File: src/disp_glyph_pkg.sv
package disp_glyph_pkg;

    // Hex reading of a glyph word
    typedef struct packed {
        logic       special;
        logic [3:0] digit;
    } glyph_hex_t;

    // One glyph word per digit, read as hex or as a special code
    typedef union packed {
        glyph_hex_t hex;
        logic [4:0] code;
    } glyph_t;

    // Special codes
    // 10h..16h light one of segments a..g
    // 17h..1Eh blank, 1Fh decimal point only
    localparam logic [4:0] GLYPH_SEG_A = 5'h10;
    localparam logic [4:0] GLYPH_BLANK = 5'h17;
    localparam logic [4:0] GLYPH_DP    = 5'h1F;

    // Segment vector a b c d e f g dp, a in bit 7, high is lit
    typedef logic [7:0] seg_t;

    localparam seg_t SEG_NONE = 8'h00;
    localparam seg_t SEG_A    = 8'h80;
    localparam seg_t SEG_DP   = 8'h01;

endpackage

File: src/disp_cfg_pkg.sv
package disp_cfg_pkg;

    // Scan rate defaults for a 48 MHz MCLK
    localparam int SCAN_DIV_BITS_DEF  = 10;
    localparam int ANIM_STEP_BITS_DEF = 24;

    // One-cold anode select, digit 0 is the leftmost
    typedef logic [2:0] anode_t;

    localparam anode_t ANODE_D0 = 3'b011;
    localparam anode_t ANODE_D1 = 3'b101;
    localparam anode_t ANODE_D2 = 3'b110;

    // Frames in the waiting animation loop
    localparam int ANIM_FRAMES = 11;

    // Emulator access type
    typedef logic [2:0] acc_t;

    localparam acc_t ACC_IDLE  = 3'b000;
    localparam acc_t ACC_WRITE = 3'b101;

endpackage
File: src/disp_scan_if.sv
`timescale 1ns/1ps

interface disp_scan_if;
    import disp_cfg_pkg::*;

    logic   scan_tick;
    logic   anim_tick;
    anode_t anode_sel;
    logic   waiting;

    modport timebase (
        output scan_tick,
        output anim_tick,
        output anode_sel
    );

    modport lamps (
        output waiting
    );

    modport anim (
        input anim_tick
    );

    modport mux (
        input anode_sel,
        input waiting
    );

endinterface

File: src/bubble_status_display.sv
`timescale 1ns/1ps

module bubble_status_display #(
    parameter int SCAN_DIV_BITS  = disp_cfg_pkg::SCAN_DIV_BITS_DEF,
    parameter int ANIM_STEP_BITS = disp_cfg_pkg::ANIM_STEP_BITS_DEF
) (
    input  logic        MCLK,
    input  logic        arst_n,

    // From the emulator core
    input  logic        nWAIT,
    input  logic [2:0]  ACCTYPE,
    input  logic [11:0] CURRPAGE,

    // Front panel lamps, active low
    output logic        nACCLED,
    output logic        nWAITLED,
    output logic        nREADLED,
    output logic        nWRITELED,

    // Segments high for lit, a in bit 7
    output logic [7:0]  nFND,
    output logic [2:0]  nANODE
);
    import disp_glyph_pkg::*;

    disp_scan_if scan ();

    logic [11:0] pattern;
    glyph_t      glyph;
    seg_t        seg;

    scan_timebase #(
        .SCAN_DIV_BITS  (SCAN_DIV_BITS),
        .ANIM_STEP_BITS (ANIM_STEP_BITS)
    ) u_timebase (
        .MCLK   (MCLK),
        .arst_n (arst_n),
        .scan   (scan.timebase)
    );

    status_lamps u_lamps (
        .MCLK        (MCLK),
        .arst_n      (arst_n),
        .wait_n      (nWAIT),
        .acc_type    (ACCTYPE),
        .scan        (scan.lamps),
        .acc_led_n   (nACCLED),
        .wait_led_n  (nWAITLED),
        .read_led_n  (nREADLED),
        .write_led_n (nWRITELED)
    );

    wait_animation u_anim (
        .MCLK    (MCLK),
        .arst_n  (arst_n),
        .scan    (scan.anim),
        .pattern (pattern)
    );

    // Page is quasi-static, taken without a synchronizer
    digit_mux u_mux (
        .scan    (scan.mux),
        .page    (CURRPAGE),
        .pattern (pattern),
        .glyph   (glyph)
    );

    segment_decoder u_decoder (
        .glyph (glyph),
        .seg   (seg)
    );

    assign nFND   = seg;
    assign nANODE = scan.anode_sel;

endmodule

File: src/segment_decoder.sv
`timescale 1ns/1ps

module segment_decoder (
    input  disp_glyph_pkg::glyph_t  glyph,
    output disp_glyph_pkg::seg_t    seg
);
    import disp_glyph_pkg::*;

    seg_t hex_seg;
    seg_t special_seg;

    // Hex shapes, lowercase b and d
    always_comb
    begin
        case (glyph.hex.digit)
            4'h0: hex_seg = 8'hFC;
            4'h1: hex_seg = 8'h60;
            4'h2: hex_seg = 8'hDA;
            4'h3: hex_seg = 8'hF2;
            4'h4: hex_seg = 8'h66;
            4'h5: hex_seg = 8'hB6;
            4'h6: hex_seg = 8'hBE;
            4'h7: hex_seg = 8'hE4;
            4'h8: hex_seg = 8'hFE;
            4'h9: hex_seg = 8'hF6;
            4'hA: hex_seg = 8'hEE;
            4'hB: hex_seg = 8'h3E;
            4'hC: hex_seg = 8'h9C;
            4'hD: hex_seg = 8'h7A;
            4'hE: hex_seg = 8'h9E;
            default: hex_seg = 8'h8E;
        endcase
    end

    // Single segment a..g, blank range, or dp only
    always_comb
    begin
        if (glyph.code == GLYPH_DP)
        begin
            special_seg = SEG_DP;
        end
        else if (glyph.code >= GLYPH_SEG_A && glyph.code < GLYPH_BLANK)
        begin
            special_seg = SEG_A >> glyph.code[2:0];
        end
        else
        begin
            special_seg = SEG_NONE;
        end
    end

    assign seg = glyph.hex.special ? special_seg : hex_seg;

endmodule

File: src/digit_mux.sv
`timescale 1ns/1ps

module digit_mux (
    disp_scan_if.mux                scan,
    input  logic [11:0]             page,
    input  logic [11:0]             pattern,
    output disp_glyph_pkg::glyph_t  glyph
);
    import disp_cfg_pkg::*;
    import disp_glyph_pkg::*;

    logic [11:0] src;

    assign src = scan.waiting ? pattern : page;

    always_comb
    begin
        glyph.hex.special = scan.waiting;
        case (scan.anode_sel)
            ANODE_D0:
                glyph.hex.digit = src[11:8];
            ANODE_D1:
                glyph.hex.digit = src[7:4];
            ANODE_D2:
                glyph.hex.digit = src[3:0];
            default:
                glyph.code = GLYPH_BLANK;
        endcase
    end

endmodule

File: src/wait_animation.sv
`timescale 1ns/1ps

module wait_animation (
    input  logic        MCLK,
    input  logic        arst_n,
    disp_scan_if.anim   scan,
    output logic [11:0] pattern
);
    import disp_cfg_pkg::*;

    localparam logic [3:0] LAST_FRAME = 4'(ANIM_FRAMES - 1);

    logic [3:0] frame;

    always_ff @(posedge MCLK or negedge arst_n)
    begin
        if (!arst_n)
        begin
            frame <= 4'd0;
        end
        else if (scan.anim_tick)
        begin
            if (frame == LAST_FRAME)
                frame <= 4'd0;
            else
                frame <= frame + 4'd1;
        end
    end

    // Segment index per digit, 7 is blank, digit 0 in the high nibble
    always_ff @(posedge MCLK)
    begin
        case (frame)
            4'd0:    pattern <= {4'h0, 4'h7, 4'h7};
            4'd1:    pattern <= {4'h6, 4'h0, 4'h7};
            4'd2:    pattern <= {4'h6, 4'h7, 4'h0};
            4'd3:    pattern <= {4'h6, 4'h7, 4'h1};
            4'd4:    pattern <= {4'h7, 4'h6, 4'h2};
            4'd5:    pattern <= {4'h7, 4'h6, 4'h3};
            4'd6:    pattern <= {4'h7, 4'h3, 4'h6};
            4'd7:    pattern <= {4'h3, 4'h7, 4'h6};
            4'd8:    pattern <= {4'h4, 4'h7, 4'h6};
            4'd9:    pattern <= {4'h5, 4'h7, 4'h6};
            default: pattern <= {4'h7, 4'h7, 4'h7};
        endcase
    end

endmodule

File: src/status_lamps.sv
`timescale 1ns/1ps

module status_lamps (
    input  logic                MCLK,
    input  logic                arst_n,
    input  logic                wait_n,
    input  disp_cfg_pkg::acc_t  acc_type,
    disp_scan_if.lamps          scan,
    output logic                acc_led_n,
    output logic                wait_led_n,
    output logic                read_led_n,
    output logic                write_led_n
);
    import disp_cfg_pkg::*;

    logic wait_meta;
    logic wait_sync;
    acc_t acc_meta;
    acc_t acc_sync;

    // Two-flop synchronizers from the emulator core
    always_ff @(posedge MCLK or negedge arst_n)
    begin
        if (!arst_n)
        begin
            wait_meta <= 1'b1;
            wait_sync <= 1'b1;
            acc_meta  <= ACC_IDLE;
            acc_sync  <= ACC_IDLE;
        end
        else
        begin
            wait_meta <= wait_n;
            wait_sync <= wait_meta;
            acc_meta  <= acc_type;
            acc_sync  <= acc_meta;
        end
    end

    // Lamps are active low
    assign acc_led_n   = ~acc_sync[2];
    assign read_led_n  = ~acc_sync[1];
    assign write_led_n = ~(acc_sync == ACC_WRITE);
    assign wait_led_n  = wait_sync;

    assign scan.waiting = ~wait_sync;

endmodule

File: src/scan_timebase.sv
`timescale 1ns/1ps

module scan_timebase #(
    parameter int SCAN_DIV_BITS  = disp_cfg_pkg::SCAN_DIV_BITS_DEF,
    parameter int ANIM_STEP_BITS = disp_cfg_pkg::ANIM_STEP_BITS_DEF
) (
    input logic             MCLK,
    input logic             arst_n,
    disp_scan_if.timebase   scan
);
    import disp_cfg_pkg::*;

    logic [ANIM_STEP_BITS-1:0] div_cnt;
    anode_t                    anode_q;

    // Free running, wraps at full width
    always_ff @(posedge MCLK or negedge arst_n)
    begin
        if (!arst_n)
        begin
            div_cnt <= '0;
        end
        else
        begin
            div_cnt <= div_cnt + 1'b1;
        end
    end

    assign scan.scan_tick = &div_cnt[SCAN_DIV_BITS-1:0];
    assign scan.anim_tick = &div_cnt;

    // Rotate right: 011 -> 101 -> 110 -> 011
    always_ff @(posedge MCLK or negedge arst_n)
    begin
        if (!arst_n)
        begin
            anode_q <= ANODE_D0;
        end
        else if (scan.scan_tick)
        begin
            anode_q <= {anode_q[0], anode_q[2:1]};
        end
    end

    assign scan.anode_sel = anode_q;

endmodule

File: config.mk
export PLATFORM = sky130hd
export DESIGN_NAME = bubble_status_display
export DESIGN_NICKNAME = d
export VERILOG_FILES = /design/src/disp_glyph_pkg.sv /design/src/disp_cfg_pkg.sv /design/src/disp_scan_if.sv /design/src/bubble_status_display.sv /design/src/segment_decoder.sv /design/src/digit_mux.sv /design/src/wait_animation.sv /design/src/status_lamps.sv /design/src/scan_timebase.sv
export SDC_FILE = /design/constraint.sdc
export NUM_CORES = 1
export LEC_CHECK = 0
export ABC_AREA = 1
export BUFFER_PORTS_ARGS = -buffer_cell sky130_fd_sc_hd__buf_2
export CAP_MARGIN = 20
export CELL_PAD_IN_SITES_DETAIL_PLACEMENT = 0
export CELL_PAD_IN_SITES_GLOBAL_PLACEMENT = 1
export CORE_ASPECT_RATIO = 0.75
export CORE_MARGIN = 2
export CORE_UTILIZATION = 25
export CTS_CLUSTER_SIZE = 28
export DETAILED_ROUTE_END_ITERATION = 8
export GPL_TIMING_DRIVEN = 1
export PLACE_DENSITY_LB_ADDON = 0.2
export SYNTH_ARGS = -nofsm -noshare
export SYNTH_HDL_FRONTEND = slang
export SYNTH_SLANG_ARGS = --single-unit
File: constraint.sdc
create_clock -name MCLK -period 2.9 [get_ports MCLK]
set_input_delay 0.58 -clock MCLK [delete_from_list [all_inputs] [get_ports MCLK]]
set_output_delay 0.58 -clock MCLK [all_outputs]
set_load 0.05 [all_outputs]
### Word level (Yosys, flattened, before mapping)

Memory sizes are Yosys's and may differ from the RTL's. A register that Yosys moved wholly into a read port is not among the register bits.
Cells that the tools add are included.

| word-level totals | value |
|---|---|
| flip-flop bits (word level) | 51 |
| bits in latches | 0 |
| memory bits (writable) | 0 |
| ROM bits | 256 |
| bits of input ports | 18 |
| memories | 2 |

Memories:

| memory | depth | bits a word | read ports | clocked after memory_dff | wr ports | RTL line | text |
|---|---|---|---|---|---|---|---|
| (no name shown) | 16 | 9 | 1 | 1 | 0 | wait_animation.sv:33 | `case (frame)` |
| (no name shown) | 16 | 7 | 1 | 0 | 0 | segment_decoder.sv:15 | `case (glyph.hex.digit)` |

| operators by class | value |
|---|---|
| $add $sub $neg | 2 |
| $mul | 0 |
| divide/modulo/power cells | 0 |
| magnitude comparators | 2 |
| eq/ne operators | 6 |
| shift-type cells | 1 |
| muxes and demuxes | 7 |
| bitwise gates (word level) | 4 |
| reductions and logical operators | 4 |

Operators with widths:

| operator | number |
|---|---|
| $add 24x1->24 const B | 1 |
| $mux 8 | 3 |
| $reduce_and 24->1 | 1 |
| $mux 12 | 1 |
| $pmux 4 s3 | 1 |
| $reduce_and 10->1 | 1 |
| $eq 3x3->1 const B | 3 |
| $shr 8x3->8 const A | 1 |
| $eq 5x5->1 const B | 1 |
| $ge 5x5->1 const B | 1 |
| $lt 5x5->1 const B | 1 |
| $add 4x1->4 const B | 1 |
| $eq 4x4->1 const B | 1 |
| $mux 4 | 1 |
| $not 1->1 | 4 |
| $eq 3x2->1 const B | 1 |
| $reduce_or 3->1 | 1 |
| $logic_and 1x1->1 | 1 |
| $mux 1 | 1 |

### Logic depth before layout (Yosys ltp)

| depth | value |
|---|---|
| depth after elaboration | 8 |
| gate-level depth with buffers | 12 |

### Cells and area by module

From an unflattened synthesis, not the netlist that was laid out.

| second synthesis, totals | value |
|---|---|
| cells, all modules | 371 |
| area total of the unflattened synthesis | 2855.2 µm² |

Modules (own cells, without submodules):

| module | times used | cells each | area an instance (µm²) |
|---|---|---|---|
| scan_timebase | 1 | 157 | 1413.9 |
| wait_animation | 1 | 65 | 556.8 |
| segment_decoder | 1 | 68 | 376.6 |
| digit_mux | 1 | 69 | 284.0 |
| status_lamps | 1 | 12 | 224.0 |

### Worst setup path before layout

Ideal clock, no wire load.

| timing | value |
|---|---|
| path kind | flip-flop to output port |
| from | register u_timebase.anode_q[0] (netlist: u_timebase.scan.anode_sel[0]) |
| to | output port nFND[5] |
| arrival | 2.239 ns |
| required time | 2.320 ns |
| setup slack | 0.081 ns |
| cell stages (with the launch flop) | 10 |
| buffers on the path | 0 |
| cell sequence | dfstp_2 -> nand3_1 -> nand3_2 -> nand4_1 -> inv_1 -> ha_1 -> inv_1 -> a21oi_1 -> o21ai_0 -> o211ai_1 |

| on the way | value |
|---|---|
| cells in the longest elaborated chain, start to end | 8 |
| elaborated cells between the ends (all ways) | 15 |
| classes of those cells | order compare (2); eq/ne (4); shift (1); mux (5); reduce/logical (2); memory (1) |

Ends and longest elaborated chain:

| what | RTL line | text |
|---|---|---|
| start: declaration | scan_timebase.sv:14 | `anode_t anode_q;` |
| start signal: assignment | scan_timebase.sv:41 | `anode_q <= {anode_q[0], anode_q[2:1]};` |
| $eq 3x2->1 / $eq 3x3->1 (equally long branches) | digit_mux.sv:19 | `case (scan.anode_sel)` |
| $reduce_or 3->1 (no line) | -- |  |
| $mux 1 | digit_mux.sv:19 |  |
| $ge 5x5->1 / $lt 5x5->1 (equally long branches) | segment_decoder.sv:42 | `else if (glyph.code >= GLYPH_SEG_A && glyph.code < GLYPH_BLANK)` |
| $logic_and 1x1->1 | segment_decoder.sv:42 |  |
| $mux 8 | segment_decoder.sv:42 |  |
| $mux 8 | segment_decoder.sv:38 | `if (glyph.code == GLYPH_DP)` |
| $mux 8 (*) | segment_decoder.sv:52 | `assign seg = glyph.hex.special ? special_seg : hex_seg;` |
| end: declaration | bubble_status_display.sv:22 | `output logic [7:0] nFND,` |

Every way passes the cells marked *; elsewhere a longest branch is shown, timed or not.

### Worst setup path in the final report

| timing | value |
|---|---|
| from | register u_timebase.anode_q[0] (netlist: u_timebase.scan.anode_sel[0]) |
| to | output port nFND[4] |

The elaborated chain is that of the path after synthesis.

==> results.json <==
{
  "io_buffers": 32,
  "ir_drop_mv": 0.2038,
  "leakagePower_nw": 1.687,
  "area.growth.synth_to_final_pct": 30.07,
  "diodes": 0,
  "cts_root_buffer": "clkbuf_16",
  "cp_max_fo": 7,
  "clkPwrFrac_pct": 43.3,
  "via_per_inst": 4.345,
  "fin_worst_skew_ns": 0.004149,
  "dr.pass1.iters": 5,
  "gp_congestion": 0.8439,
  "yosysMostFrequentCell": "nand2_1",
  "power_switching_uw": 275.1,
  "numClockSinks": 48,
  "tritoncts": "done",
  "finalWirelength_um": 6309,
  "die_w_um": 121.9,
  "rows": 32,
  "drv_slew": 0,
  "synthArstFlopShare_pct": 81.25,
  "finalCritPeriodShare_pct": 99.76,
  "syn_area_mm2": 0.002605,
  "cts_buffer_depth": 2,
  "grt_remaining_overflow": 0,
  "setup_viol": 0,
  "clk-insertion-delay-late_ns": 0.29,
  "path_class": "reg -> out",
  "grtUsageTotal_pct": 11.84,
  "grt_pass1_wl_um": 10250,
  "relSlewSlack_pct": 41.72,
  "ctsHtreeMaxLevel": 2,
  "p_comb_share_pct": 4.0,
  "synth_edf_count": 0,
  "synth_commonest_cells": "92 x nand2_1, 35 x dfrtp_1, 34 x inv_1",
  "hp-class": "reg -> reg",
  "p_seq_share_pct": 52.7,
  "outcome": "complete, no violations",
  "syn-num-nets": 341,
  "power_density_mw_per_mm2": 379.3,
  "internal-power_mw": 1.010,
  "p_total_mw": 1.285,
  "die_h_um": 92.40,
  "drt_iter0_drc": 134,
  "final_nets": 394,
  "switching_share_pct": 21.41,
  "dp_worst_setup_slack_ns": -0.06904,
  "yosysTopAreaCell": "dfrtp_1",
  "path_clk_slew_ns": 0.06,
  "min_path_cells": 0,
  "min_period_ns": 2.893,
  "ctsHoldBuffers": 0,
  "yosysTopAreaCellShare_pct": 33.62,
  "coreArea_mm2": 0.01021,
  "dieArea_mm2": 0.01126,
  "critPathCaptureType": "primary output",
  "finish.instance_area_mm2": 0.003388,
  "drive_gt1_share_pct": 30.35,
  "vias": 2194,
  "ys_seq_area_share_pct": 44.57,
  "hold_viol_final": 0,
  "ys_ff_latch": 48,
  "route.detailed.drc": 0,
  "max_freq_mhz": 345.7,
  "cts_made_buffers": 5,
  "critPathLaunchType": "flip-flop",
  "utilization_pct": 33.19,
  "dp_hpwl_um": 4622,
  "antenna_found_initial": 0,
  "synth.avg_cell_area_um2": 8.270,
  "required_ns": 2.32,
  "start_util_pct": 25.51,
  "synth.area.top_cells": "dfrtp_1 34%, nand2_1 13%, dfxtp_1 6.9%",
  "ys_warn_count": 0,
  "synth.distinct_cells": 32,
  "syn_inst": 315,
  "rsz0062_at_grt": "yes",
  "critPathArrivalTime_ns": 2.31,
  "wl_per_cell_um": 12.49,
  "post_dp_cell_area_mm2": 0.002959,
  "rr_worst_depth": 11,
  "worstMarginPinSlew_ns": 0.8742,
  "max_cap_violations": 0,
  "grt_max_degree": 40,
  "ant_nets": 0,
  "synth-main-ff-cell": "dfrtp_1",
  "io_pins": 33,
  "grt_pass1_vias": 2092,
  "tns_ns": 0,
  "worst_slack_ns": 0.007055
}
==> registers in the layout (all words and copies together) (netlist names) <==
| register | cells |
|---|---|
| u_timebase.div_cnt | 24 |
| u_anim.pattern | 9 |
| u_anim.frame | 4 |
| u_lamps.acc_meta | 3 |
| u_lamps.acc_sync | 3 |
| u_timebase.scan.anode_sel | 3 |
| u_lamps.wait_led_n | 1 |
| u_lamps.wait_meta | 1 |
==> critical path, stage by stage, from the launching register on <==
cell	delay (ns)
dfstp_2	0.63
nand3_2	0.11
nand3_4	0.11
nand4_1	0.22
buf_4	0.23
ha_4	0.26
nand2_2	0.06
nand3_2	0.09
nand3_2	0.08
nand2_2	0.08
buf_6	0.15
==> cells in the final DEF (no fill, tap or decap), drive strengths merged <==
cell type and count:
dfxtp 9, ha 8, inv 36, o21ai 13, nand3b 2, dfstp 4, nand2 99, a21oi 2
a31oi 2, dfrtp 35, buf 49, nor3 4, nand3 34, xor2 17, nand4 12, nor4 1
xnor2 7, clkinv 2, clkbuf 7, o211ai 1, nor2 24, or2 1
==> path summary, 6_finish.rpt <==
path / startpoint / endpoint / slack [ns]
setup / recovery: u_timebase.scan.anode_sel[0] / nFND[4] / 0.007
hold / removal: u_lamps.acc_meta[1] / u_lamps.acc_sync[1] / 0.35
setup reg to reg: u_timebase.div_cnt[0] / u_anim.frame[3] / 1.25
hold reg to reg: u_lamps.acc_meta[1] / u_lamps.acc_sync[1] / 0.35
max in group asynchronous: arst_n / u_timebase.scan.anode_sel[2] / 1.89
min in group asynchronous: arst_n / u_anim.frame[3] / 0.41
==> final cells by class <==
| type | count | area (um^2) |
|---|---|---|
| well taps | 136 | 170.2 |
| multi-input cells | 227 | 1434 |
| repair buffers | 49 | 337.8 |
| flip-flops and latches | 48 | 1162 |
| fillers | 1109 | 6822 |
| inverters | 37 | 146.4 |
| clock buffers | 7 | 132.6 |
| clock inverters | 1 | 5.005 |
==> kinds of logic after synthesis <==
| kind of cell | after synthesis | share of synthesized area [%] |
|---|---|---|
| AOI/OAI and AO/OA | 18 | 3.650 |
| buffers and inverters | 40 | 6.340 |
| xor gates and xnor gates | 24 | 8.069 |
| and+or+nand+nor | 177 | 33.53 |
| DFF | 48 | 44.57 |
| adders and majority gates | 8 | 3.843 |
==> power groups by stage <==
stage	logic [mW]	clock network, mW	registers [mW]
after floorplan	0.0183	0	0.692
after global placement	0.0512	0	0.690
after detailed placement	0.0505	0	0.690
after CTS	0.0522	0.578	0.677
after global routing	0.0591	0.609	0.677
final	0.0514	0.557	0.677
==> timing repair <==
action                                  in CTS  in global routing
setup buffers                                8                  3
endpoints found under the setup margin       7                  8
pin swaps                                    4                 13
gates resized for setup                     12                 51
cloned                                       0                  0
==> per-layer routing <==
layer | part of all wire (%) | vias up | global-route usage, %
met5 | 0 | - | 0
met4 | 1.8 | 0 | 4.693
met3 | 5.1 | 10 | 3.202
met2 | 38 | 50 | 15.41
met1 | 55 | 1020 | 18.06
li1 | - | 1114 | -
==> through the flow <==
step	instances	hold slack, ns
finish	505	0.3537
global route	505	0.3637
CTS	502	0.3573
detailed placement	486	0.3404
global placement	486	0.3332
floorplan	315	0.2844
Power figures use the tool's default switching activity.
